--- src/axi_pkg.sv ---
`default_nettype none

package axi_pkg;

    localparam int AXI_LEN_W   = 8;
    localparam int AXI_SIZE_W  = 3;
    localparam int AXI_BURST_W = 2;
    localparam int AXI_RESP_W  = 2;

    typedef enum logic [AXI_BURST_W-1:0] {
        FIXED = 2'b00,
        INCR  = 2'b01,
        WRAP  = 2'b10
    } burst_e;

    // only the two responses this slave ever returns.
    typedef enum logic [AXI_RESP_W-1:0] {
        OKAY   = 2'b00,
        SLVERR = 2'b10
    } resp_e;

endpackage : axi_pkg

`default_nettype wire

--- src/bridge_pkg.sv ---
`default_nettype none

package bridge_pkg;

    typedef logic [7:0] byte_t;

    typedef enum logic [1:0] {
        IDLE      = 2'd0, // address channel open.
        XFER      = 2'd1, // bytes moving to or from ram.
        WAIT_DATA = 2'd2, // write side only.
        RESP      = 2'd3
    } chan_state_e;

endpackage : bridge_pkg

`default_nettype wire

--- src/ram_if.sv ---
`timescale 1ns/1ps
`default_nettype none

interface ram_if
    import bridge_pkg::*;
#(
    parameter int ADDR_WIDTH = 12
) ();

    logic [ADDR_WIDTH-1:0] addr_a;
    byte_t                 rdata_a;

    logic [ADDR_WIDTH-1:0] addr_b;
    byte_t                 wdata_b;
    logic                  we_b;

    modport rd (
        output addr_a,
        input  rdata_a
    );

    modport wr (
        output addr_b,
        output wdata_b,
        output we_b
    );

    modport mem (
        input  addr_a,
        output rdata_a,
        input  addr_b,
        input  wdata_b,
        input  we_b
    );

endinterface : ram_if

`default_nettype wire

--- src/beat_counter.sv ---
`timescale 1ns/1ps
`default_nettype none

module beat_counter
    import axi_pkg::*;
#(
    parameter int ADDR_WIDTH = 12,
    parameter int DATA_WIDTH = 32
) (
    input  logic                            clk,
    input  logic                            rst_n,
    input  logic                            load,
    input  logic                            step,
    input  logic [ADDR_WIDTH-1:0]           start_addr,
    input  logic [AXI_LEN_W-1:0]            len,
    input  logic [AXI_SIZE_W-1:0]           size,
    input  burst_e                          burst,
    output logic [ADDR_WIDTH-1:0]           byte_addr,
    output logic [$clog2(DATA_WIDTH/8)-1:0] byte_lane,
    output logic                            last_byte,
    output logic                            last_beat
);

    localparam int LANE_W = $clog2(DATA_WIDTH / 8);

    logic [ADDR_WIDTH-1:0] beat_base;
    logic [LANE_W-1:0]     byte_idx;
    logic [AXI_LEN_W-1:0]  beats_left;
    logic [AXI_SIZE_W-1:0] size_q;
    burst_e                burst_q;
    logic [LANE_W:0]       beat_bytes;

    assign beat_bytes = (LANE_W + 1)'(1) << size_q;
    assign last_byte  = ({1'b0, byte_idx} == beat_bytes - 1'b1);
    assign last_beat  = (beats_left == '0);
    assign byte_lane  = byte_addr[LANE_W-1:0]; // lane follows the address offset.

    always_ff @(posedge clk or negedge rst_n) begin
        if (!rst_n) begin
            byte_addr  <= '0;
            beat_base  <= '0;
            byte_idx   <= '0;
            beats_left <= '0;
            size_q     <= '0;
            burst_q    <= FIXED;
        end else if (load) begin
            byte_addr  <= start_addr;
            beat_base  <= start_addr;
            byte_idx   <= '0;
            beats_left <= len;
            size_q     <= size;
            burst_q    <= burst;
        end else if (step) begin
            if (last_byte) begin
                byte_idx   <= '0;
                beats_left <= beats_left - 1'b1;
                if (burst_q == FIXED) begin
                    byte_addr <= beat_base; // same beat address again.
                end else begin
                    byte_addr <= byte_addr + 1'b1;
                    beat_base <= byte_addr + 1'b1;
                end
            end else begin
                byte_idx  <= byte_idx + 1'b1;
                byte_addr <= byte_addr + 1'b1;
            end
        end
    end

    a_start_aligned: assert property (@(posedge clk) disable iff (!rst_n)
        load |-> (start_addr & ~({ADDR_WIDTH{1'b1}} << size)) == '0)
        else $error("start address not aligned to transfer size");

    a_size_fits: assert property (@(posedge clk) disable iff (!rst_n)
        load |-> size <= AXI_SIZE_W'(LANE_W))
        else $error("transfer size wider than the data bus");

endmodule : beat_counter

`default_nettype wire

--- src/wr_channel_fsm.sv ---
`timescale 1ns/1ps
`default_nettype none

module wr_channel_fsm
    import axi_pkg::*;
    import bridge_pkg::*;
#(
    parameter int ADDR_WIDTH = 12,
    parameter int DATA_WIDTH = 32,
    parameter int ID_WIDTH   = 4
) (
    input  logic                    clk,
    input  logic                    rst_n,
    input  logic                    awvalid,
    output logic                    awready,
    input  logic [ID_WIDTH-1:0]     awid,
    input  logic [ADDR_WIDTH-1:0]   awaddr,
    input  logic [AXI_LEN_W-1:0]    awlen,
    input  logic [AXI_SIZE_W-1:0]   awsize,
    input  burst_e                  awburst,
    input  logic                    wvalid,
    output logic                    wready,
    input  logic [DATA_WIDTH-1:0]   wdata,
    input  logic [DATA_WIDTH/8-1:0] wstrb,
    input  logic                    wlast,
    output logic                    bvalid,
    input  logic                    bready,
    output logic [ID_WIDTH-1:0]     bid,
    output resp_e                   bresp,
    ram_if.wr                       ram
);

    localparam int LANE_W = $clog2(DATA_WIDTH / 8);

    chan_state_e             state;
    chan_state_e             state_nxt;
    logic                    wrap_q;
    logic [ID_WIDTH-1:0]     bid_q;
    logic [DATA_WIDTH-1:0]   wdata_q;
    logic [DATA_WIDTH/8-1:0] strb_q;
    logic                    aw_hs;
    logic                    w_hs;
    logic                    b_hs;
    logic                    cnt_step;
    logic [ADDR_WIDTH-1:0]   byte_addr;
    logic [LANE_W-1:0]       byte_lane;
    logic                    last_byte;
    logic                    last_beat;

    assign aw_hs    = awvalid && awready;
    assign w_hs     = wvalid && wready;
    assign b_hs     = bvalid && bready;
    assign cnt_step = (state == XFER); // one byte per cycle.

    assign awready = (state == IDLE);
    assign wready  = (state == WAIT_DATA);
    assign bvalid  = (state == RESP);
    assign bid     = bid_q;
    assign bresp   = resp_e'(wrap_q ? SLVERR : OKAY);

    assign ram.addr_b  = byte_addr;
    assign ram.wdata_b = wdata_q[8*byte_lane +: 8];
    assign ram.we_b    = (state == XFER) && strb_q[byte_lane];

    beat_counter #(
        .ADDR_WIDTH (ADDR_WIDTH),
        .DATA_WIDTH (DATA_WIDTH)
    ) u_beat_counter (
        .clk        (clk),
        .rst_n      (rst_n),
        .load       (aw_hs),
        .step       (cnt_step),
        .start_addr (awaddr),
        .len        (awlen),
        .size       (awsize),
        .burst      (awburst),
        .byte_addr  (byte_addr),
        .byte_lane  (byte_lane),
        .last_byte  (last_byte),
        .last_beat  (last_beat)
    );

    always_comb begin
        state_nxt = state;
        case (state)
            IDLE: begin
                if (aw_hs) begin
                    state_nxt = WAIT_DATA;
                end
            end
            WAIT_DATA: begin
                if (w_hs) begin
                    state_nxt = XFER;
                end
            end
            XFER: begin
                if (last_byte) begin
                    if (last_beat) begin
                        state_nxt = RESP;
                    end else begin
                        state_nxt = WAIT_DATA;
                    end
                end
            end
            RESP: begin
                if (b_hs) begin
                    state_nxt = IDLE;
                end
            end
            default: state_nxt = IDLE;
        endcase
    end

    always_ff @(posedge clk or negedge rst_n) begin
        if (!rst_n) begin
            state  <= IDLE;
            wrap_q <= 1'b0;
        end else begin
            state <= state_nxt;
            if (aw_hs) begin
                wrap_q <= (awburst == WRAP);
            end
        end
    end

    always_ff @(posedge clk) begin
        if (aw_hs) begin
            bid_q <= awid;
        end
        if (w_hs) begin
            wdata_q <= wdata;
            strb_q  <= wrap_q ? '0 : wstrb; // wrap beats still step, but write nothing.
        end
    end

    a_wlast_match: assert property (@(posedge clk) disable iff (!rst_n)
        w_hs |-> (wlast == last_beat))
        else $error("WLAST does not match burst length");

endmodule : wr_channel_fsm

`default_nettype wire

--- src/flat_wrapper.sv ---
// flat-port wrapper written by rule: the top's interface ports become plain ports
module wr_channel_fsm_flat import axi_pkg::*; import bridge_pkg::*;
#(
    parameter int ADDR_WIDTH = 12,
    parameter int DATA_WIDTH = 32,
    parameter int ID_WIDTH   = 4
)
  (clk, rst_n, awvalid, awready, awid, awaddr, awlen, awsize, awburst, wvalid, wready, wdata, wstrb, wlast, bvalid, bready, bid, bresp, ram_addr_b, ram_wdata_b, ram_we_b);
  ram_if #(.ADDR_WIDTH(ADDR_WIDTH)) ram_i ();
  input  logic clk;
  input  logic rst_n;
  input  logic awvalid;
  output logic awready;
  input  logic [ID_WIDTH-1:0] awid;
  input  logic [ADDR_WIDTH-1:0] awaddr;
  input  logic [AXI_LEN_W-1:0] awlen;
  input  logic [AXI_SIZE_W-1:0] awsize;
  input  burst_e awburst;
  input  logic wvalid;
  output logic wready;
  input  logic [DATA_WIDTH-1:0] wdata;
  input  logic [DATA_WIDTH/8-1:0] wstrb;
  input  logic wlast;
  output logic bvalid;
  input  logic bready;
  output logic [ID_WIDTH-1:0] bid;
  output resp_e bresp;
  output wire logic [$bits(ram_i.addr_b)-1:0] ram_addr_b;
  output wire logic [$bits(ram_i.wdata_b)-1:0] ram_wdata_b;
  output wire logic [$bits(ram_i.we_b)-1:0] ram_we_b;
  assign ram_addr_b = ram_i.addr_b;
  assign ram_wdata_b = ram_i.wdata_b;
  assign ram_we_b = ram_i.we_b;
  wr_channel_fsm #(.ADDR_WIDTH(ADDR_WIDTH), .DATA_WIDTH(DATA_WIDTH), .ID_WIDTH(ID_WIDTH)) u_core (.clk(clk), .rst_n(rst_n), .awvalid(awvalid), .awready(awready), .awid(awid), .awaddr(awaddr), .awlen(awlen), .awsize(awsize), .awburst(awburst), .wvalid(wvalid), .wready(wready), .wdata(wdata), .wstrb(wstrb), .wlast(wlast), .bvalid(bvalid), .bready(bready), .bid(bid), .bresp(bresp), .ram(ram_i));
endmodule
--- config.mk ---
export PLATFORM = sky130hd
export DESIGN_NAME = wr_channel_fsm_flat
export DESIGN_NICKNAME = d
export VERILOG_FILES = /design/src/axi_pkg.sv /design/src/bridge_pkg.sv /design/src/ram_if.sv /design/src/beat_counter.sv /design/src/wr_channel_fsm.sv /design/src/flat_wrapper.sv
export SDC_FILE = /design/constraint.sdc
export NUM_CORES = 1
export LEC_CHECK = 0
export BUFFER_PORTS_ARGS = -buffer_cell sky130_fd_sc_hd__buf_4
export CORE_AREA = 2 2 112 114
export CTS_CLUSTER_SIZE = 28
export DETAILED_ROUTE_END_ITERATION = 7
export DIE_AREA = 0 0 114 116
export GPL_TIMING_DRIVEN = 0
export SETUP_SLACK_MARGIN = 0.5
export SLEW_MARGIN = 20
export SYNTH_ARGS = -nofsm -noshare
export SYNTH_HDL_FRONTEND = slang
export SYNTH_SLANG_ARGS = --single-unit
export TNS_END_PERCENT = 100
--- constraint.sdc ---
create_clock -name clk -period 3.4 [get_ports clk]
set_clock_uncertainty 0.15 [all_clocks]
set_input_delay 0.17 -clock clk [delete_from_list [all_inputs] [get_ports clk]]
set_output_delay 0.17 -clock clk [all_outputs]
set_load 0.005 [all_outputs]
==> flow_metrics.tcl, run 1 <==
set metrics [dict create \
    hold_viol_final 0 \
    drt_iter0_markers 277 \
    critPathMaxStageDelay_ns 0.39 \
    postCtsSetupBuffers 0 \
    cp_top_family "simple AND/OR/NAND/NOR gates" \
    antenna_found_initial 0 \
    clkPwrFrac_pct 18.6 \
    root_buffer "clkbuf_16" \
    maxCapViolations 0 \
    leakagePower_nw 2.47 \
    rows 40 \
    synth_top_area_share_pct 28.6 \
    hold_slack_ns 0.0253 \
    async_flop_share_pct 51.2 \
    peakVddDrop_mv 0.332 \
    worstMarginPinSlew_ns 0.813 \
    pin_count 101 \
    gp_congestion 0.920 \
    grt_pass1_wl_microns 19100 \
    status "complete, no violations" \
    numPortBuffers 97 \
    rsz0062_at_grt "true" \
    crit_buf_inv 1 \
    drv_slew 0 \
    crit_slowest_cell "dfrtp_1" \
    first_global_vias 3714 \
    grt_max_degree 43 \
    die_w_microns 114 \
    r2r_start "u_core.u_beat_counter.size_q[1]" \
    drive_gt1_share_pct 26.8 \
    avgViaCountPerCell 5.28 \
    track_usage_pct 18.7 \
    reg2reg_to "u_core.u_beat_counter.beat_base[10]" \
    final.min_clock_period_ns 2.78 \
    wl_microns 12000 \
    rrSetupSlack_ns 0.62 \
    cp_max_fo 6 \
    clkTransAtPathRegs_ns 0.07 \
    power_frac_comb_pct 50.2 \
    crit_chain "or3_1, buf_2, ha_1, xor2_2, nand3_4, o31ai_4, mux2_2" \
    endpoint "u_core.u_beat_counter.beat_base[10]" \
    fmax_mhz 360 \
    dieArea_sq_mm 0.0132 \
    cts_tree "yes" \
    area_growth_pct 43.8 \
    arrival_ns 2.86 \
    cp-end-kind "flip-flop" \
    tns_ns 0 \
    setup_violations 0 \
    drc 0 \
    cp_num_cells 7 \
    clkLatencyLatePin_ns 0.34 \
    synth.distinct_cells 61 \
    start_kind "flip-flop" \
    synth_edf_count 40 \
    power_density_mw_per_mm2 863 \
    wl_per_cell_microns 17.1 \
    yosys_warnings 0 \
    cp.required_ns 3.48 \
    ys.flop_type "dfrtp_1" \
    htreeDepth 3 \
    num_vias 3712 \
    fin_crit_sh_pct 81.8 \
    synth_nets 459 \
    fin_nets 626 \
    dp_hpwl_microns 8110 \
    ys_seq_area_share_pct 53.6 \
    antenna_left 0 \
    crit_type "reg -> reg" \
    numCtsBuffers 9 \
    syn_area_sq_mm 0.00420 \
    seqPwrFrac_pct 31.2 \
    die_y_microns 116 \
    syn_inst 384 \
    cts.path.max_buffers 2 \
    ys_ff_latch 82 \
    syn_avg_cell_area_sq_um 10.9 \
    power_switching_w 0.00220 \
    overflow 0 \
    synth_top_cell_by_area "edfxtp_1" \
    worst_hold_path_type "in -> reg" \
    cp-startpoint "u_core.u_beat_counter.size_q[1]" \
    relSlewSlack_pct 45.8 \
    start_util_pct 35.3 \
    antennaDiodeCount 0 \
    reg2regPathDepth 7 \
    design.core.area_sq_mm 0.0119 \
    p_int_w 0.00302 \
    dr.pass1.iters 4 \
    cts.sinks 82 \
    p_sw_share_pct 42.1 \
    synthTopCellsByArea "edfxtp_1 (29%), dfrtp_1 (25%), mux4_2 (4.8%)" \
]
-- cell usage after synthesis, types with 2 or more instances --
cell and number:
dfrtp_1 42, edfxtp_1 40, nor2_1 38, nand2_1 32, o21ai_0 28, a21oi_1 27, clkbuf_1 16, nor3_1 13
nor2b_1 11, inv_1 9, mux4_2 9, xor2_1 8, a2bb2oi_1 6, a31oi_1 6, nand3_1 6, xnor2_1 6
mux2i_1 5, nor4_1 5, o22ai_1 5, o2bb2ai_1 5, a22oi_1 4, ha_1 4, and2_1 3, buf_2 3
mux2_2 3, nor3b_1 3, o211ai_1 3, a211oi_1 2, a21o_1 2, a31o_2 2, buf_1 2, buf_4 2
nand2b_1 2, o31ai_1 2, o32ai_1 2, or3_1 2, or4_1 2
-- layer usage --
metal	up-vias	routed length (microns)	GRT usage, %
li1	1759	-	-
met1	1805	5190	24.6
met2	139	6010	31.5
met3	9	690	2.82
met4	0	114	6.83
met5	-	0	0
-- layout by cell type, fill, tap and decap left out, types with 11 or more instances in the layout --
cell / Yosys / layout
buf_4: 2 / 99
dlygate4sd3_1: 0 / 58
dfrtp_1: 42 / 42
edfxtp_1: 40 / 40
nor2_1: 38 / 37
nand2_1: 32 / 32
o21ai_0: 28 / 28
a21oi_1: 27 / 27
clkbuf_1: 16 / 16
nor3_1: 13 / 13
nor2b_1: 11 / 11
-- what timing repair did --
item	in CTS	in global routing
hold endpoints to repair	100	0
setup endpoints to repair	6	10
gates resized for setup	1	3
hold buffers	58	0
-- final cells by class --
| cell class | instances | area, sq um |
|---|---|---|
| plain buffers | 24 | 103 |
| inverters | 10 | 37.5 |
| flip-flops and latches | 82 | 2250 |
| multi-input cells | 268 | 1830 |
| clock buffers | 9 | 225 |
| repair buffers | 156 | 1340 |
| clock inverters | 7 | 71.3 |
| well taps | 147 | 184 |
| fillers | 1081 | 5870 |
-- cells by family (layout without fill, tap and decap cells) --
| family | after synthesis | after routing | share of synthesized area (%) |
|---|---|---|---|
| other | 1 | 1 | 0.0893 |
| buffers and inverters | 34 | 206 | 3.34 |
| flip-flops | 82 | 82 | 53.6 |
| multiplexers | 17 | 17 | 6.82 |
| adder cells (fa/ha/maj) | 4 | 4 | 1.19 |
| XOR/XNOR | 15 | 15 | 3.57 |
| AO/OA/AOI/OAI | 106 | 106 | 16.8 |
| AND/OR/NAND/NOR | 125 | 125 | 14.5 |
-- worst min-delay path: stages --
cell and delay [ns]:
buf_4 0.09, a22oi_1 0.07, o2bb2ai_1 0.15
-- registers in the layout, indices dropped and copies added, names as in the netlist --
register and flops:
u_core.u_beat_counter.burst_q 2, u_core.state 2, u_core.u_beat_counter.beat_base 12, u_core.wdata_q 32, u_core.u_beat_counter.byte_addr 12, u_core.bid 4
u_core.strb_q 4, u_core.u_beat_counter.byte_idx 2, u_core.u_beat_counter.size_q 3, u_core.wrap_q 1, u_core.u_beat_counter.beats_left 8
-- power by group through the flow --
stage,combinational [W],clock (W),sequential (W)
4_1_cts,0.00258,0.000999,0.00162
3_3_place_gp,0.00245,0,0.00163
2_1_floorplan,0.00168,0,0.00158
6_report,0.00262,0.000969,0.00163
3_5_place_dp,0.00250,0,0.00164
5_1_grt,0.00287,0.00104,0.00168
-- per-stage QoR --
stage	std cells	power [W]	area, sq um	setup slack [ns]	util [%]
2_1_floorplan	384	0.00327	4200	0.793	-
3_3_place_gp	628	0.00408	5110	0.372	42.9
3_5_place_dp	629	0.00414	5140	0.447	43.2
4_1_cts	703	0.00520	6020	0.515	50.6
5_1_grt	703	0.00558	6040	0.474	50.7
6_report	703	0.00522	6040	0.620	50.7
-- worst min path at each step --
stage                     startpoint                             endpoint  cells after the start
after floorplan                rst_n                      u_core.state[0]                      0
final                     awaddr[11]  u_core.u_beat_counter.beat_base[11]                      3
after global routing      awaddr[11]  u_core.u_beat_counter.beat_base[11]                      3
after CTS                 awaddr[11]  u_core.u_beat_counter.beat_base[11]                      3
after detailed placement       rst_n  u_core.u_beat_counter.beat_base[11]                      1
after global placement         rst_n  u_core.u_beat_counter.beat_base[11]                      1
Note: power is estimated with default switching activity, not from simulation.
==> run 2: changes to the inputs <==
- ABC_AREA: default -> 1
- CORE_AREA: 2 2 112 114 -> 2 2 113 115
- DIE_AREA: 0 0 114 116 -> 0 0 115 117
- clock period: 3.4 -> 2.65 ns (I/O delays scaled with it)
==> run 2 against run 1 <==
  * Non-clock buffer count increased by 18
  * Core utilization grew 2.1 points
  * Sequential power up 27%
  * Highest routed layer unchanged
  * Critical endpoint is now u_core.u_beat_counter.beat_base[5]
==> flow_metrics.tcl, run 2 <==
set metrics [dict create \
    dr.pass1.iters 6 \
    dieArea_sq_mm 0.0135 \
    grt_max_degree 43 \
    critPathMaxStageDelay_ns 0.41 \
    cp.required_ns 2.74 \
    hold_viol_final 0 \
    hold_end "u_core.u_beat_counter.beats_left[5]" \
    pin_count 101 \
    ys_seq_area_share_pct 52.4 \
    syn_inst 533 \
    start_kind "flip-flop" \
    power_density_mw_per_mm2 1150 \
    fmax_mhz 457 \
    syn_area_sq_mm 0.00430 \
    syn_avg_cell_area_sq_um 8.07 \
    design.core.area_sq_mm 0.0123 \
    ys.flop_type "dfrtp_1" \
    synth_top_family_by_area "simple AND/OR/NAND/NOR gates" \
    ys_ff_latch 82 \
    status "complete, no violations" \
    fin_crit_sh_pct 82.5 \
    final_cell_mix "nand2_1 (131), buf_4 (119), nor2_1 (66)" \
    antenna_found_initial 0 \
    synth.distinct_cells 29 \
    overflow 0 \
    largest-register "u_core.wdata_q" \
    peakVddDrop_mv 0.517 \
    async_flop_share_pct 51.2 \
    antenna_left 0 \
    htreeDepth 3 \
    worst_hold_path_type "in -> reg" \
    area_growth_pct 51.3 \
    drt_iter0_markers 252 \
    cts.path.max_buffers 2 \
    avgViaCountPerCell 4.95 \
    r2r_start "u_core.u_beat_counter.size_q[1]" \
    setup_violations 0 \
    crit_slowest_cell "dfrtp_1" \
    synthAdderAreaFrac_pct 1.16 \
    rows 41 \
    synth_nets 608 \
    maxCapViolations 0 \
    arrival_ns 2.28 \
    gp_congestion 0.894 \
    reg.largest.list "u_core.wdata_q (32), u_core.u_beat_counter.beat_base (12), u_core.u_beat_counter.byte_addr (12)" \
    tns_ns 0 \
    drive_gt1_share_pct 26.9 \
    dpl_cell_area_sq_mm 0.00523 \
    final_common_cell "nand2_1" \
    final.min_clock_period_ns 2.19 \
    first_global_vias 4311 \
    reg2reg_to "u_core.u_beat_counter.beat_base[5]" \
    use_met2_pct 34.4 \
    grt_pass1_wl_microns 20800 \
    worstMarginPinSlew_ns 0.599 \
    drc 0 \
    cp-end-kind "flip-flop" \
    largest_reg_flops 32 \
    fin_total_pwr_w 0.00745 \
    grt.busiest_layer "met2" \
    synth_xor_area_share_pct 1.22 \
    leakagePower_nw 3.07 \
    fin_area_sq_mm 0.00650 \
    relSlewSlack_pct 60.1 \
    use_met3_pct 6.44 \
    numCtsBuffers 9 \
    cts_tree "yes" \
    synth_top_area_share_pct 27.9 \
    numPortBuffers 98 \
    die_y_microns 117 \
    start_util_pct 34.9 \
    yosys-top-cells-count "nand2_1 (137), nor2_1 (74), inv_1 (56)" \
    cts.sinks 82 \
    rsz0062_at_grt "true" \
    clkLatencyLatePin_ns 0.35 \
    cp_max_fo 5 \
    hold_path_depth 5 \
    synth_top_cell_by_area "edfxtp_1" \
    rrSetupSlack_ns 0.46 \
    dp_hpwl_microns 8350 \
    yosys.area_share.simple_pct 27.4 \
    synth.most_common_cell "nand2_1" \
    yosys_warnings 0 \
    wl_per_cell_microns 15.1 \
    num_vias 4333 \
    fin_nets 796 \
    use_met1_pct 24.5 \
    reg2regPathDepth 15 \
    synth_edf_count 40 \
    synth_compound_area_share_pct 9.55 \
    root_buffer "clkbuf_16" \
    drv_slew 0 \
    synthTopCellsByArea "edfxtp_1 (28%), dfrtp_1 (24%), nand2_1 (12%)" \
    die_w_microns 115 \
    hold_start "awlen[5]" \
    crit_chain "nor2_4, nand2_2, ha_4, xor2_2, inv_1, nor2_1, nand2_1, nand2_2, nand2_4, clkinv_4, buf_8, buf_6, buf_12, nor2_4, nor2_2" \
    wl_microns 13200 \
    synthMuxAreaShare_pct 0 \
    crit_type "reg -> reg" \
    clkTransAtPathRegs_ns 0.06 \
    track_usage_pct 20.3 \
    antennaDiodeCount 0 \
]
==> run 2: changes by cell type after synthesis, moves of 9 or more <==
| cell | delta |
|---|---|
| o21ai_0 | +27 |
| nand2_1 | +105 |
| nor3_1 | -11 |
| a21oi_1 | -19 |
| mux4_2 | -9 |
| nand3_1 | +34 |
| nor2_2 | +13 |
| clkbuf_1 | -10 |
| inv_1 | +47 |
| nor2_1 | +36 |
| nor2b_1 | -11 |
==> run 2: layout make-up <==
type                            instances  area [sq um]
Fill cell                            1116          5810
Sequential cell                        82          2250
Multi-Input combinational cell        371          1810
Timing Repair Buffer                  176          1530
Inverter                               59           226
Clock buffer                            9           225
Tap cell                              150           188
Buffer                                 22           178
Clock inverter                          7           103
==> run 2: where the power goes <==
group          internal [W]  switching (W)
combinational       0.00171        0.00228
sequential          0.00176       0.000312
clock              0.000833       0.000553
total               0.00430        0.00315
==> run 2: worst max path at each step <==
| stage | from | endpoint | cells past startpoint |
|---|---|---|---|
| after detailed placement | u_core.u_beat_counter.size_q[1] | u_core.u_beat_counter.byte_addr[9] | 10 |
| after CTS | u_core.u_beat_counter.size_q[2] | u_core.u_beat_counter.beat_base[10] | 14 |
| after floorplan | u_core.u_beat_counter.size_q[1] | u_core.u_beat_counter.byte_addr[6] | 12 |
| final | u_core.u_beat_counter.size_q[1] | u_core.u_beat_counter.beat_base[5] | 15 |
| after global routing | u_core.u_beat_counter.size_q[1] | u_core.u_beat_counter.beat_base[5] | 15 |
| after global placement | u_core.u_beat_counter.size_q[1] | u_core.u_beat_counter.byte_addr[9] | 10 |
==> run 2: cells by family (layout without fill, tap and decap cells) <==
logic type | after synthesis | after routing
buffers and inverters | 81 | 273
adders and majority gates | 4 | 4
xor gates and xnor gates | 6 | 6
other | 1 | 1
and+or+nand+nor | 281 | 282
DFF | 82 | 82
AOI/OAI and AO/OA | 78 | 78
==> run 2: metal layers <==
layer / vias to the layer above / wire length, microns
li1: 2099 / -
met1: 2046 / 5610
met2: 164 / 6330
met3: 24 / 1040
met4: 0 / 268
met5: - / 0
==> run 2: worst max-delay path: cells and delay by family, from the launching register on <==
family	cells	cell delay (ns)
XOR/XNOR	1	0.14
buffers and inverters	5	0.51
flip-flops	1	0.41
adder cells (fa/ha/maj)	1	0.24
AND/OR/NAND/NOR	8	0.62
==> run 2: repair_timing <==
action	4_1_cts	5_1_grt
pin swaps	7	13
cloned	1	2
setup endpoints to repair	41	80
hold buffers	60	0
resized for setup	22	32
endpoints found under the hold margin	102	0
buffers inserted	9	7
==> run 2: stage by stage <==
stage	utilization (%)	setup WS, ns	hold WS (ns)	std cells
global placement	42.5	0.317	0.0219	781
finish	52.8	0.463	0.0268	876
floorplan	-	0.597	-0.313	533
detailed placement	42.5	0.277	0.0276	781
global route	52.8	0.305	0.0607	876
CTS	51.5	0.476	0.0140	867
