### config.mk
export PLATFORM = sky130hd
export DESIGN_NAME = rd_channel_fsm_flat
export DESIGN_NICKNAME = d
export VERILOG_FILES = /design/src/axi_pkg.sv /design/src/bridge_pkg.sv /design/src/ram_if.sv /design/src/beat_counter.sv /design/src/rd_channel_fsm.sv /design/src/flat_wrapper.sv
export SDC_FILE = /design/constraint.sdc
export NUM_CORES = 1
export LEC_CHECK = 0
export BUFFER_PORTS_ARGS = -buffer_cell sky130_fd_sc_hd__buf_2
export CAP_MARGIN = 20
export CORE_ASPECT_RATIO = 0.6
export CORE_UTILIZATION = 54
export CTS_CLUSTER_DIAMETER = 200
export DETAILED_ROUTE_END_ITERATION = 16
export GPL_ROUTABILITY_DRIVEN = 0
export PLACE_DENSITY_LB_ADDON = 0.25
export SYNTH_ARGS = -nofsm -noshare
export SYNTH_HDL_FRONTEND = slang
export SYNTH_HIERARCHICAL = 1
export SYNTH_SLANG_ARGS = --single-unit
export TNS_END_PERCENT = 10
### constraint.sdc
create_clock -name clk -period 3.05 [get_ports clk]
set_input_delay 0.4575 -clock clk [delete_from_list [all_inputs] [get_ports clk]]
set_output_delay 0.4575 -clock clk [all_outputs]
set_load 0.01 [all_outputs]
### src/axi_pkg.sv
`default_nettype none

package axi_pkg;

    localparam int AXI_LEN_W   = 8;
    localparam int AXI_SIZE_W  = 3;
    localparam int AXI_BURST_W = 2;
    localparam int AXI_RESP_W  = 2;

    typedef enum logic [AXI_BURST_W-1:0] {
        FIXED = 2'b00,
        INCR  = 2'b01,
        WRAP  = 2'b10
    } burst_e;

    // only the two responses this slave ever returns.
    typedef enum logic [AXI_RESP_W-1:0] {
        OKAY   = 2'b00,
        SLVERR = 2'b10
    } resp_e;

endpackage : axi_pkg

`default_nettype wire

### src/bridge_pkg.sv
`default_nettype none

package bridge_pkg;

    typedef logic [7:0] byte_t;

    typedef enum logic [1:0] {
        IDLE      = 2'd0, // address channel open.
        XFER      = 2'd1, // bytes moving to or from ram.
        WAIT_DATA = 2'd2, // write side only.
        RESP      = 2'd3
    } chan_state_e;

endpackage : bridge_pkg

`default_nettype wire

### src/ram_if.sv
`timescale 1ns/1ps
`default_nettype none

interface ram_if
    import bridge_pkg::*;
#(
    parameter int ADDR_WIDTH = 12
) ();

    logic [ADDR_WIDTH-1:0] addr_a;
    byte_t                 rdata_a;

    logic [ADDR_WIDTH-1:0] addr_b;
    byte_t                 wdata_b;
    logic                  we_b;

    modport rd (
        output addr_a,
        input  rdata_a
    );

    modport wr (
        output addr_b,
        output wdata_b,
        output we_b
    );

    modport mem (
        input  addr_a,
        output rdata_a,
        input  addr_b,
        input  wdata_b,
        input  we_b
    );

endinterface : ram_if

`default_nettype wire

### src/beat_counter.sv
`timescale 1ns/1ps
`default_nettype none

module beat_counter
    import axi_pkg::*;
#(
    parameter int ADDR_WIDTH = 12,
    parameter int DATA_WIDTH = 32
) (
    input  logic                            clk,
    input  logic                            rst_n,
    input  logic                            load,
    input  logic                            step,
    input  logic [ADDR_WIDTH-1:0]           start_addr,
    input  logic [AXI_LEN_W-1:0]            len,
    input  logic [AXI_SIZE_W-1:0]           size,
    input  burst_e                          burst,
    output logic [ADDR_WIDTH-1:0]           byte_addr,
    output logic [$clog2(DATA_WIDTH/8)-1:0] byte_lane,
    output logic                            last_byte,
    output logic                            last_beat
);

    localparam int LANE_W = $clog2(DATA_WIDTH / 8);

    logic [ADDR_WIDTH-1:0] beat_base;
    logic [LANE_W-1:0]     byte_idx;
    logic [AXI_LEN_W-1:0]  beats_left;
    logic [AXI_SIZE_W-1:0] size_q;
    burst_e                burst_q;
    logic [LANE_W:0]       beat_bytes;

    assign beat_bytes = (LANE_W + 1)'(1) << size_q;
    assign last_byte  = ({1'b0, byte_idx} == beat_bytes - 1'b1);
    assign last_beat  = (beats_left == '0);
    assign byte_lane  = byte_addr[LANE_W-1:0]; // lane follows the address offset.

    always_ff @(posedge clk or negedge rst_n) begin
        if (!rst_n) begin
            byte_addr  <= '0;
            beat_base  <= '0;
            byte_idx   <= '0;
            beats_left <= '0;
            size_q     <= '0;
            burst_q    <= FIXED;
        end else if (load) begin
            byte_addr  <= start_addr;
            beat_base  <= start_addr;
            byte_idx   <= '0;
            beats_left <= len;
            size_q     <= size;
            burst_q    <= burst;
        end else if (step) begin
            if (last_byte) begin
                byte_idx   <= '0;
                beats_left <= beats_left - 1'b1;
                if (burst_q == FIXED) begin
                    byte_addr <= beat_base; // same beat address again.
                end else begin
                    byte_addr <= byte_addr + 1'b1;
                    beat_base <= byte_addr + 1'b1;
                end
            end else begin
                byte_idx  <= byte_idx + 1'b1;
                byte_addr <= byte_addr + 1'b1;
            end
        end
    end

    a_start_aligned: assert property (@(posedge clk) disable iff (!rst_n)
        load |-> (start_addr & ~({ADDR_WIDTH{1'b1}} << size)) == '0)
        else $error("start address not aligned to transfer size");

    a_size_fits: assert property (@(posedge clk) disable iff (!rst_n)
        load |-> size <= AXI_SIZE_W'(LANE_W))
        else $error("transfer size wider than the data bus");

endmodule : beat_counter

`default_nettype wire

### src/rd_channel_fsm.sv
`timescale 1ns/1ps
`default_nettype none

module rd_channel_fsm
    import axi_pkg::*;
    import bridge_pkg::*;
#(
    parameter int ADDR_WIDTH = 12,
    parameter int DATA_WIDTH = 32,
    parameter int ID_WIDTH   = 4
) (
    input  logic                  clk,
    input  logic                  rst_n,
    input  logic                  arvalid,
    output logic                  arready,
    input  logic [ID_WIDTH-1:0]   arid,
    input  logic [ADDR_WIDTH-1:0] araddr,
    input  logic [AXI_LEN_W-1:0]  arlen,
    input  logic [AXI_SIZE_W-1:0] arsize,
    input  burst_e                arburst,
    output logic                  rvalid,
    input  logic                  rready,
    output logic [ID_WIDTH-1:0]   rid,
    output logic [DATA_WIDTH-1:0] rdata,
    output resp_e                 rresp,
    output logic                  rlast,
    ram_if.rd                     ram
);

    localparam int LANE_W = $clog2(DATA_WIDTH / 8);

    chan_state_e           state;
    chan_state_e           state_nxt;
    logic                  wrap_q;
    logic                  issue_done;
    logic                  pend_q;
    logic                  rlast_q;
    logic [LANE_W-1:0]     pend_lane_q;
    logic [ID_WIDTH-1:0]   rid_q;
    logic [DATA_WIDTH-1:0] beat_q;
    logic                  ar_hs;
    logic                  r_hs;
    logic                  issue;
    logic                  cnt_step;
    logic [AXI_SIZE_W-1:0] ld_size;
    logic [ADDR_WIDTH-1:0] byte_addr;
    logic [LANE_W-1:0]     byte_lane;
    logic                  last_byte;
    logic                  last_beat;

    assign ar_hs    = arvalid && arready;
    assign r_hs     = rvalid && rready;
    assign issue    = (state == XFER) && !issue_done;
    assign cnt_step = issue || (r_hs && wrap_q); // wrap bursts count whole beats.
    assign ld_size  = (arburst == WRAP) ? '0 : arsize;

    assign arready     = (state == IDLE);
    assign rvalid      = (state == RESP);
    assign rid         = rid_q;
    assign rdata       = beat_q;
    assign rresp       = resp_e'(wrap_q ? SLVERR : OKAY);
    assign rlast       = wrap_q ? last_beat : rlast_q;
    assign ram.addr_a  = byte_addr;

    beat_counter #(
        .ADDR_WIDTH (ADDR_WIDTH),
        .DATA_WIDTH (DATA_WIDTH)
    ) u_beat_counter (
        .clk        (clk),
        .rst_n      (rst_n),
        .load       (ar_hs),
        .step       (cnt_step),
        .start_addr (araddr),
        .len        (arlen),
        .size       (ld_size),
        .burst      (arburst),
        .byte_addr  (byte_addr),
        .byte_lane  (byte_lane),
        .last_byte  (last_byte),
        .last_beat  (last_beat)
    );

    always_comb begin
        state_nxt = state;
        case (state)
            IDLE: begin
                if (ar_hs) begin
                    if (arburst == WRAP) begin
                        state_nxt = RESP;
                    end else begin
                        state_nxt = XFER;
                    end
                end
            end
            XFER: begin
                if (issue_done) begin
                    state_nxt = RESP; // last byte lands this cycle.
                end
            end
            RESP: begin
                if (r_hs) begin
                    if (rlast) begin
                        state_nxt = IDLE;
                    end else if (!wrap_q) begin
                        state_nxt = XFER;
                    end
                end
            end
            default: state_nxt = IDLE;
        endcase
    end

    always_ff @(posedge clk or negedge rst_n) begin
        if (!rst_n) begin
            state      <= IDLE;
            wrap_q     <= 1'b0;
            issue_done <= 1'b0;
            pend_q     <= 1'b0;
            rlast_q    <= 1'b0;
        end else begin
            state  <= state_nxt;
            pend_q <= issue;
            if (ar_hs) begin
                wrap_q <= (arburst == WRAP);
            end
            if (issue_done) begin
                issue_done <= 1'b0;
            end else if (issue && last_byte) begin
                issue_done <= 1'b1;
                rlast_q    <= last_beat;
            end
        end
    end

    always_ff @(posedge clk) begin
        pend_lane_q <= byte_lane;
        if (ar_hs) begin
            rid_q <= arid;
        end
        if (ar_hs || r_hs) begin
            beat_q <= '0; // unused lanes read as zero.
        end else if (pend_q) begin
            beat_q[8*pend_lane_q +: 8] <= ram.rdata_a;
        end
    end

    a_r_stable: assert property (@(posedge clk) disable iff (!rst_n)
        rvalid && !rready |=> rvalid && $stable(rdata) && $stable(rlast)
            && $stable(rresp) && $stable(rid))
        else $error("R beat changed before handshake");

endmodule : rd_channel_fsm

`default_nettype wire

### src/flat_wrapper.sv
// flat-port wrapper written by rule: the top's interface ports become plain ports
module rd_channel_fsm_flat import axi_pkg::*; import bridge_pkg::*;
#(
    parameter int ADDR_WIDTH = 12,
    parameter int DATA_WIDTH = 32,
    parameter int ID_WIDTH   = 4
)
  (clk, rst_n, arvalid, arready, arid, araddr, arlen, arsize, arburst, rvalid, rready, rid, rdata, rresp, rlast, ram_addr_a, ram_rdata_a);
  ram_if #(.ADDR_WIDTH(ADDR_WIDTH)) ram_i ();
  input  logic clk;
  input  logic rst_n;
  input  logic arvalid;
  output logic arready;
  input  logic [ID_WIDTH-1:0] arid;
  input  logic [ADDR_WIDTH-1:0] araddr;
  input  logic [AXI_LEN_W-1:0] arlen;
  input  logic [AXI_SIZE_W-1:0] arsize;
  input  burst_e arburst;
  output logic rvalid;
  input  logic rready;
  output logic [ID_WIDTH-1:0] rid;
  output logic [DATA_WIDTH-1:0] rdata;
  output resp_e rresp;
  output logic rlast;
  output wire logic [$bits(ram_i.addr_a)-1:0] ram_addr_a;
  input wire logic [$bits(ram_i.rdata_a)-1:0] ram_rdata_a;
  assign ram_addr_a = ram_i.addr_a;
  assign ram_i.rdata_a = ram_rdata_a;
  rd_channel_fsm #(.ADDR_WIDTH(ADDR_WIDTH), .DATA_WIDTH(DATA_WIDTH), .ID_WIDTH(ID_WIDTH)) u_core (.clk(clk), .rst_n(rst_n), .arvalid(arvalid), .arready(arready), .arid(arid), .araddr(araddr), .arlen(arlen), .arsize(arsize), .arburst(arburst), .rvalid(rvalid), .rready(rready), .rid(rid), .rdata(rdata), .rresp(rresp), .rlast(rlast), .ram(ram_i));
endmodule
==> summary.md, run 1 <==
| Metric | Value |
|---|---|
| NetSw | `2.26 mW` |
| Cells after Synth | `465` |
| Met2 wire len | `5.09 mm` |
| Nets | `594` |
| Synthesized area per cell | `9.46 sq um` |
| Residual DRC | `0` |
| Period utilization | `90.9%` |
| Design Area, Final | `5230 sq um` |
| Initial antenna violation count | `0` |
| Cell Rows | `25` |
| Initial Utilization | `55.8%` |
| Min Clock Period, post-route | `2.77 ns` |
| MaxCap Viol Count | `0` |
| H-tree levels | `3` |
| Sw frac | `42.5%` |
| CTS tree | `done` |
| Max IR drop VDD | `440 uV` |
| Crit path kind | `register to register` |
| Gr usage total | `29.7%` |
| Register area share after synthesis | `43.8%` |
| Vias per cell | `6.19` |
| Hold Fails Final Rpt | `0` |
| CTS clock-pin slew for the worst setup and hold paths | `0.06 ns` |
| Setup WS post-layout | `0.278 ns` |
| WP data required | `3.24 ns` |
| Post-synth net total | `515` |
| Most frequent cells in the layout | `buf_2 (92), nand2_1 (49), dfrtp_1 (45), dfxtp_1 (34), a21oi_1 (28)` |
| Sequential power share | `35.1%` |
| First-pass GRT wire length | `19.8 mm` |
| Post-place setup slack | `0.318 ns` |
| Post-CTS Setup Inserts | `0` |
| Power share of the combinational group | `43.6%` |
| P_leak | `2.17 nW` |
| Crit-path max FO | `9` |
| Slew HR | `49.2%` |
| Die Ht | `71.9 um` |
| Num CTS Buffers | `9` |
| Clock Tree Buf Depth | `2` |
| Design Power | `5.32 mW` |
| Root Driver | `clkbuf_16` |
| Worst path arrival time | `2.97 ns` |
| Post-placement cell area | `4880 sq um` |
| Setup crit start kind | `register` |
| Clock Skews | `0.00429 ns` |
| Worst Tran Pin Value | `0.761 ns` |
| PwrDens | `1020 nW/um^2` |
| Number of global-route vias before repair | `3,924` |
| Ys async rst share | `54.2%` |
| Share of cells above drive strength 1 | `27.3%` |
| Setup-failing EPs final | `0` |
| Clock Power Share | `21.2%` |
| Final Core Density | `66.3%` |
| Yosys warns | `6` |
| Pint | `3.06 mW` |
| Core area | `7880 sq um` |
| Routed Antenna Nets | `0` |
| FF-to-FF setup slack | `0.28 ns` |
| Top FF cell, synth | `dfrtp_1` |
| Top sig layer | `met4` |
| Starting DRT DRC Count | `425` |
| Status | `completed` |
| IO Pins | `94` |
| TNS Setup | `0 ns` |
| Netlist cell types | `68` |
| Die Wd | `119 um` |
| Max Freq | `361 MHz` |
| Wire length on met1 | `5.89 mm` |
| Area growth from synthesis to layout | `18.8%` |
| Most common cell after layout, fill and taps aside | `buf_2` |
| Mapped Area | `4400 sq um` |
| Buffers on Ports | `92` |
| Die ar. | `8520 sq um` |
| Gr ovfl total | `0` |
| Max-slew violation count | `0` |
| Ant diodes | `0` |
| Hold Crit Class | `primary input to register` |
| Clock latency on the worst-skew pair | `0.34 ns` |
| Vias | `4,064` |
| CP Capture Type | `register` |
| EDFF count, synth | `4` |
| Mean routed wirelength per cell | `18.4 um` |
| Register bit total from synthesis | `83` |
| Met3 wire length | `1.01 mm` |
| Clk sinks | `83` |
| DRT Pass-1 Iters | `5` |
| Largest net degree at the start of global routing | `46` |
| Wirelength, routed | `12.1 mm` |
| Post-DP HPWL | `8.37 mm` |
| Unrepaired setup endpoints after global routing | `no` |
Yosys cell counts (5+ instances only):
cell,n,area (sq um)
mux2_2,8,90.1
nand3_1,24,120
ha_1,9,113
a21oi_2,8,70.1
dfrtp_1,45,1130
nor2_1,27,101
nor3_1,10,50.1
nand4_1,22,138
a32oi_1,8,70.1
inv_1,7,26.3
nand2_1,49,184
and2_1,7,43.8
a31oi_1,6,37.5
or4_1,6,45.0
a21oi_1,28,140
buf_2,9,45.0
nor2b_1,5,31.3
o21ai_0,8,40.0
dfxtp_1,34,681
clkbuf_1,11,41.3
o211ai_1,8,60.1
o31ai_1,10,75.1
nand4b_1,9,78.8
o221ai_1,6,52.6
a21boi_0,11,82.6
final cells by class:
type	count	area, sq um
clock buffer	12	267
multi-input combinational	340	2270
fill	634	2660
sequential	83	1930
clock inverter	4	47.5
inverter	8	30.0
timing repair buffer	102	551
tap	108	135
registers in the layout, indices dropped and copies added (netlist names), 3 cells and up:
register and flops:
u_core/rid 4, u_core/u_beat_counter/beat_base 12, u_core/rdata 32, u_core/u_beat_counter/beats_left 8, u_core/u_beat_counter/byte_addr 12, u_core/u_beat_counter/size_q 3
kinds of logic after synthesis:
kind of cell / count (synthesis) / synth area share (%)
flops: 83 / 43.8
xor+xnor: 8 / 2.02
other cells: 1 / 0.0852
fa+ha+maj: 9 / 2.56
simple gates: 197 / 25.6
buf+inv: 42 / 4.92
compound gates: 116 / 18.7
mux: 9 / 2.28
per-layer routing:
layer | GRT usage [%] | vias up
met5 | 0 | -
met4 | 8.58 | 0
met3 | 7.39 | 15
met2 | 43.3 | 208
met1 | 43.6 | 1941
li1 | - | 1900
worst max-delay path: stages, from the launching register on:
cell,delay (ns)
dfrtp_1,0.43
or3b_2,0.48
ha_1,0.25
or4b_1,0.67
and4_1,0.42
nand3_1,0.21
o221ai_1,0.17
power groups by stage:
| stage | clock network (mW) | logic, mW | registers [mW] |
|---|---|---|---|
| final | 1.13 | 2.32 | 1.87 |
| after global routing | 1.19 | 2.56 | 1.92 |
| after CTS | 1.14 | 2.28 | 1.86 |
| after detailed placement | 0 | 2.25 | 1.87 |
| after global placement | 0 | 2.17 | 1.85 |
| after floorplan | 0 | 1.64 | 1.84 |
stage by stage:
step	hold slack, ns	cells
6_report	0.296	657
5_1_grt	0.289	657
4_1_cts	0.291	655
3_5_place_dp	0.447	639
3_3_place_gp	0.441	639
2_1_floorplan	0.162	465
worst paths after layout:
kind,startpoint,to,depth (start not counted)
max,u_core/u_beat_counter/size_q[1],u_core/u_beat_counter/beat_base[10],6
min,arid[2],u_core/rid[2],1
max reg2reg,u_core/u_beat_counter/size_q[1],u_core/u_beat_counter/beat_base[10],6
min reg2reg,u_core/rdata[7],u_core/rdata[7],2
max in group asynchronous,rst_n,u_core/u_beat_counter/beat_base[11],3
min in group asynchronous,rst_n,u_core/u_beat_counter/beats_left[5],2
repair_timing:
item,4_1_cts,5_1_grt
hold buffers,0,1
hold endpoints to repair,0,9
resized for setup,0,0
endpoints found under the setup margin,0,0
No activity file was read; power rests on OpenSTA's default activity.
==> run 2, diff against run 1 <==
--- a/config.mk
+++ b/config.mk
@@ -7,8 +7,10 @@
 export LEC_CHECK = 0
 export BUFFER_PORTS_ARGS = -buffer_cell sky130_fd_sc_hd__buf_2
 export CAP_MARGIN = 20
+export CELL_PAD_IN_SITES_DETAIL_PLACEMENT = 0
+export CELL_PAD_IN_SITES_GLOBAL_PLACEMENT = 1
 export CORE_ASPECT_RATIO = 0.6
-export CORE_UTILIZATION = 54
+export CORE_UTILIZATION = 37
 export CTS_CLUSTER_DIAMETER = 200
 export DETAILED_ROUTE_END_ITERATION = 16
 export GPL_ROUTABILITY_DRIVEN = 0
==> constraint.sdc (replaced) <==
create_clock -name clk -period 2.3 [get_ports clk]
set_input_delay 0.345 -clock clk [delete_from_list [all_inputs] [get_ports clk]]
set_output_delay 0.345 -clock clk [all_outputs]
set_load 0.01 [all_outputs]
==> run 2 against run 1 <==
Net effect:
- the flow now finishes with violations (setup timing)
- count of clock-buffer cells in the layout decreased by 3
- sequential share of layout area decreased by 3.5 points
- clock power increased by 30%
- combinational power increased by 69%
- worst setup slack got worse by 0.34 ns
- largest power group unchanged
==> summary.md, run 2 (synthesized netlist as in run 1, its figures left out) <==
| Metric | Value |
|---|---|
| Status | `finished with violations` |
| Violated checks | `setup timing` |
| Period utilization | `103% (+12 points)` |
| Post-place setup slack | `-0.197 ns (-0.515 ns)` |
| Vias per cell | `5.65 (-8.7%)` |
| P_leak | `2.40 nW (+10%)` |
| Setup crit start kind | `register` |
| Area growth from synthesis to layout | `31.2%` |
| CTS clock-pin slew for the worst setup and hold paths | `0.07 ns (about the same)` |
| Slowest cell on crit path | `or4_1` |
| Most common cell after layout, fill and taps aside | `buf_2` |
| CP Capture Type | `register` |
| PwrDens | `1360 nW/um^2 (+33%)` |
| Family with the most delay on the worst path | `simple AND/OR/NAND/NOR gates` |
| Most frequent cells in the layout | `buf_2 (91), nand2_1 (49), dfrtp_1 (45), buf_4 (38), dfxtp_1 (34)` |
| Mean routed wirelength per cell | `17.8 um (-3.6%)` |
| Final hold slack | `0.103 ns (-0.192 ns)` |
| TNS Setup | `-0.251 ns (-0.251 ns)` |
| WP data required | `2.57 ns (-0.67 ns)` |
| Gr usage total | `22.5% (-7.2 points)` |
| Residual DRC | `0 (unchanged)` |
| Slew HR | `49.6% (+0.31 points)` |
| Clock Power Share | `18.7% (-2.5 points)` |
| Ant diodes | `0 (unchanged)` |
| Num CTS Buffers | `9 (unchanged)` |
| Max IR drop VDD | `484 uV (+10%)` |
| NetSw | `3.32 mW (+47%)` |
| Number of global-route vias before repair | `4,049 (+3.2%)` |
| Min Clock Period, post-route | `2.37 ns (-0.406 ns)` |
| H-tree levels | `3 (unchanged)` |
| Setup-failing EPs final | `11 (+11)` |
| Initial Utilization | `38.4% (-17 points)` |
| Hold Crit Class | `primary input to asynchronous set/reset pin` |
| Setup WS post-layout | `-0.0666 ns (-0.344 ns)` |
| Max Freq | `423 MHz (+17%)` |
| CP max stage delay | `0.46 ns (-0.21 ns)` |
| Die Ht | `86.5 um (+20%)` |
| Routed Antenna Nets | `0 (unchanged)` |
| Max FFs per register | `32 (unchanged)` |
| Die Wd | `143 um (+20%)` |
| Pint | `4.51 mW (+48%)` |
| Clock Skews | `0.00608 ns (+0.00180 ns)` |
| Hold Fails Final Rpt | `0 (unchanged)` |
| Initial antenna violation count | `0 (unchanged)` |
| Hold Buf Count CTS | `0 (unchanged)` |
| Power share of the combinational group | `50.1% (+6.5 points)` |
| Crit path cell chain | `or3_4 -> ha_4 -> or3_4 -> o2bb2ai_4 -> buf_6 -> or4_1 -> nand3_1` |
| Sequential power share | `31.1% (-4.0 points)` |
| Largest net degree at the start of global routing | `46 (unchanged)` |
| Clock Tree Buf Depth | `2 (unchanged)` |
| Post-DP HPWL | `9.29 mm (+11%)` |
| Placed Cells | `714 (+12%)` |
| Worst path arrival time | `2.64 ns (-0.33 ns)` |
| Starting DRT DRC Count | `248 (-42%)` |
| Crit path top cell by count | `or3_4` |
| Die ar. | `12,300 sq um (+45%)` |
| Crit path kind | `register to register` |
| Gr ovfl total | `0 (unchanged)` |
| Worst Tran Pin Value | `0.752 ns (-0.00841 ns)` |
| Vias | `4,207 (+3.5%)` |
| Clk sinks | `83 (unchanged)` |
| WP buf/inv | `1 (+1)` |
| Clock latency on the worst-skew pair | `0.34 ns (about the same)` |
| Crit-path max FO | `6 (-3)` |
| Sw frac | `42.4% (-0.12 points)` |
| Core area | `11,400 sq um (+45%)` |
| Nets | `630 (+6.1%)` |
| Root Driver | `clkbuf_16` |
| DRT Pass-1 Iters | `4 (-1)` |
| IO Pins | `94 (unchanged)` |
| CTS tree | `done` |
| Fillers | `1,067 (+68%)` |
| First-pass GRT wire length | `21.3 mm (+7.7%)` |
| Share of cells above drive strength 1 | `35.6% (+8.2 points)` |
| Max-slew violation count | `0 (unchanged)` |
| Wirelength, routed | `13.2 mm (+9.3%)` |
| Design Power | `7.83 mW (+47%)` |
| Finished Layout Cells | `745 (+13%)` |
| MaxCap Viol Count | `0 (unchanged)` |
| Cell Rows | `30 (+20%)` |
| Unrepaired setup endpoints after global routing | `yes` |
| Buffers on Ports | `92 (unchanged)` |
-- run 2: changes by cell type in the layout (fill, tap and decap cells not counted), sizes merged --
cell,change
dlygate4sd3,-1
o2bb2ai,+1
clkbuf,-3
buf,+35
and4,+1
clkinv,+2
inv,+1
-- run 2: worst paths after layout --
path	start	cells after the start	slack, ns	endpoint
min reg2reg	u_core/rdata[24]	2	0.45	u_core/rdata[24]
max in group asynchronous	rst_n	2	1.77	u_core/u_beat_counter/byte_addr[3]
min	rst_n	2	0.10	u_core/u_beat_counter/beats_left[0]
min in group clk	arid[3]	1	0.19	u_core/rid[3]
max	u_core/u_beat_counter/size_q[2]	7	-0.07	u_core/u_beat_counter/beats_left[3]
max reg2reg	u_core/u_beat_counter/size_q[2]	7	-0.07	u_core/u_beat_counter/beats_left[3]
-- run 2: per-stage QoR --
step | utilization [%] | area, sq um
5_1_grt | 50.4 | 5770
3_5_place_dp | 45.4 | 5190
3_3_place_gp | 45.4 | 5190
2_1_floorplan | - | 4470
4_1_cts | 49.6 | 5680
6_report | 50.4 | 5770
-- run 2: cell type report --
class	instances	area [sq um]	area share, %
inverters	8	30.0	0.520
clock inverters	7	76.3	1.32
flip-flops and latches	83	1930	33.4
well taps	160	200	3.47
clock buffers	9	225	3.90
multi-input cells	342	2470	42.7
repair buffers	136	846	14.7
-- run 2: what timing repair did --
item                                    4_1_cts  5_1_grt
endpoints found under the setup margin       26       32
gates cloned                                  2        0
pin swaps                                    14        3
buffers inserted                             12        1
resized for setup                            16       17
-- run 2: metal layers --
metal / global-route usage (%) / vias up / wire length (um)
met5: 0 / - / 0
met4: 4.40 / 0 / 115
met3: 5.03 / 12 / 1020
met2: 31.7 / 169 / 5330
met1: 34.6 / 2040 / 6770
li1: - / 1986 / -
-- run 2: power groups by stage --
stage	sequential, mW	combinational, mW	clock [mW]
finish	2.44	3.93	1.47
global route	2.51	4.27	1.57
CTS	2.43	3.73	1.50
detailed placement	2.45	3.42	0
global placement	2.44	3.36	0
floorplan	2.44	2.27	0
==> run 3, diff against run 2 <==
==> constraint.sdc (replaced) <==
create_clock -name clk -period 2.3 [get_ports clk]
set_input_delay 0 -clock clk [delete_from_list [all_inputs] [get_ports clk]]
set_output_delay 0 -clock clk [all_outputs]
set_load 0.01 [all_outputs]
==> run 3 against run 2 <==
Net effect:
- first-iteration DRC count up 42%
- worst setup slack worse by 0.0073 ns
- largest cell class unchanged
- via count up 3.9%
- the run still ends with setup timing left
==> summary.md, run 3 (synthesized netlist as in run 1, its figures left out) <==
| Metric | Value |
|---|---|
| Buffers on Ports | `92 (unchanged)` |
| Area growth from synthesis to layout | `39.4%` |
| Violated checks | `setup timing` |
| Core area | `11,400 sq um (unchanged)` |
| Mean routed wirelength per cell | `17.7 um (-0.53%)` |
| Initial antenna violation count | `0 (unchanged)` |
| Routed Antenna Nets | `0 (unchanged)` |
| Initial Utilization | `38.4% (unchanged)` |
| P_leak | `2.53 nW (+5.2%)` |
| Finished Layout Cells | `773 (+3.8%)` |
| PwrDens | `1320 nW/um^2 (-2.9%)` |
| Hold Crit Class | `primary input to register` |
| Max-slew violation count | `0 (unchanged)` |
| Setup-failing EPs final | `11 (unchanged)` |
| Crit path cell chain | `or3b_4 -> ha_4 -> buf_4 -> nor4b_2 -> nor2_1 -> a2111oi_1 -> a211oi_1` |
| Die Ht | `86.5 um (unchanged)` |
| WP buf/inv | `1 (unchanged)` |
| Ant diodes | `0 (unchanged)` |
| MaxCap Viol Count | `0 (unchanged)` |
| Clock latency on the worst-skew pair | `0.34 ns (about the same)` |
| Wirelength, routed | `13.6 mm (+3.2%)` |
| Unrepaired setup endpoints after global routing | `yes` |
| Number of global-route vias before repair | `4,094 (+1.1%)` |
| Crit-path max FO | `4 (-2)` |
| Worst path arrival time | `2.58 ns (-0.06 ns)` |
| Setup WS post-layout | `-0.0740 ns (-0.00733 ns)` |
| Min Clock Period, post-route | `2.37 ns (+0.00733 ns)` |
| DRT Pass-1 Iters | `5 (+1)` |
| Clock Skews | `0.00982 ns (+0.00374 ns)` |
| Residual DRC | `0 (unchanged)` |
| Most frequent cells in the layout | `buf_2 (92), nand2_1 (49), dfrtp_1 (45), dlygate4sd3_1 (34), dfxtp_1 (34)` |
| Post-placement cell area | `5210 sq um (+0.29%)` |
| Die Wd | `143 um (unchanged)` |
| Gr ovfl total | `0 (unchanged)` |
| FF-to-FF setup slack | `-0.07 ns (about the same)` |
| Max IR drop VDD | `615 uV (+27%)` |
| Period utilization | `103% (+0.32 points)` |
| Clk sinks | `83 (unchanged)` |
| Gr usage total | `23.0% (+0.57 points)` |
| CTS clock-pin slew for the worst setup and hold paths | `0.07 ns (about the same)` |
| Vias | `4,370 (+3.9%)` |
| Max FFs per register | `32 (unchanged)` |
| Cell Rows | `30 (unchanged)` |
| Crit path kind | `register to register` |
| First-pass GRT wire length | `21.8 mm (+2.0%)` |
| IO Pins | `94 (unchanged)` |
| Clock Tree Buf Depth | `2 (unchanged)` |
| Design Area, Final | `6130 sq um (+6.2%)` |
| CP max stage delay | `0.45 ns (about the same)` |
| Placed Cells | `716 (+0.28%)` |
| Starting DRT DRC Count | `353 (+42%)` |
| Family with the most delay on the worst path | `simple AND/OR/NAND/NOR gates` |
| Worst Tran Pin Value | `0.649 ns (-0.104 ns)` |
| Post-DP HPWL | `9.30 mm (+0.17%)` |
| Vias per cell | `5.65 (+0.11%)` |
| Most common cell after layout, fill and taps aside | `buf_2` |
| Num CTS Buffers | `9 (unchanged)` |
| Largest net degree at the start of global routing | `33 (-28%)` |
| Status | `finished with violations` |
| WP data required | `2.50 ns (-0.07 ns)` |
| Final hold slack | `0.0365 ns (-0.0669 ns)` |
| Share of cells above drive strength 1 | `33.6% (-2.0 points)` |
| Hold Fails Final Rpt | `0 (unchanged)` |
| Setup crit start kind | `register` |
| Die ar. | `12,300 sq um (unchanged)` |
| Root Driver | `clkbuf_16` |
| CTS tree | `done` |
| Nets | `658 (+4.4%)` |
| Slew HR | `56.6% (+7.0 points)` |
| Max Freq | `421 MHz (-0.31%)` |
| H-tree levels | `3 (unchanged)` |
| CP Capture Type | `register` |
| Slowest cell on crit path | `a2111oi_1` |
[run 3: per-layer routing]
layer	up-vias	routed length (um)	share of wire [%]	GRT usage, %
met5	-	0	0	0
met4	0	78	0.57	5.38
met2	172	5560	41	32.3
met1	2142	7020	51	35.1
li1	2048	-	-	-
met3	8	986	7.2	5.52
[run 3: path summary, 6_finish.rpt]
kind,start,to,cells past startpoint
worst max-delay path,u_core/u_beat_counter/size_q[2],u_core/u_beat_counter/byte_addr[7],7
worst min-delay path,arvalid,u_core/state[0],3
worst max register to register,u_core/u_beat_counter/size_q[2],u_core/u_beat_counter/byte_addr[7],7
worst min register to register,u_core/rdata[7],u_core/rdata[7],2
max in group asynchronous,rst_n,u_core/u_beat_counter/beats_left[1],3
min in group asynchronous,rst_n,u_core/u_beat_counter/beats_left[0],2
[run 3: layout make-up]
cell class                      instances  area (sq um)
Fill cell                            1039          5320
Multi-Input combinational cell        342          2500
Sequential cell                        83          1930
Timing Repair Buffer                  164          1150
Clock buffer                            9           225
Tap cell                              160           200
Clock inverter                          7           106
Inverter                                8          30.0
[run 3: what timing repair did]
action | CTS | global route
setup endpoints to repair | 26 | 32
pin swaps | 8 | 12
resized for setup | 18 | 19
hold buffers | 34 | 0
buffers inserted | 5 | 0
gates cloned | 2 | 0
hold endpoints to repair | 60 | 0
[run 3: per-stage QoR]
| step | power [mW] | utilization (%) | TNS (ns) | setup WS (ns) |
|---|---|---|---|---|
| 4_1_cts | 7.90 | 52.7 | -0.151 | -0.0336 |
| 6_report | 8.08 | 53.6 | -0.348 | -0.0740 |
| 3_3_place_gp | 5.82 | 45.5 | -1.18 | -0.140 |
| 5_1_grt | 8.57 | 53.6 | -2.40 | -0.148 |
| 3_5_place_dp | 5.91 | 45.5 | -2.66 | -0.207 |
| 2_1_floorplan | 4.71 | - | -0.374 | -0.102 |
[run 3: power breakdown]
| part | internal, mW | switching, mW |
|---|---|---|
| Sequential | 1.96 | 0.477 |
| Clock | 0.973 | 0.648 |
| Combinational | 1.73 | 2.29 |
| Total | 4.66 | 3.42 |
[run 3: worst min-delay path, stage by stage]
cell and delay [ns]:
buf_2 0.11, a21oi_1 0.15, a41oi_1 0.06
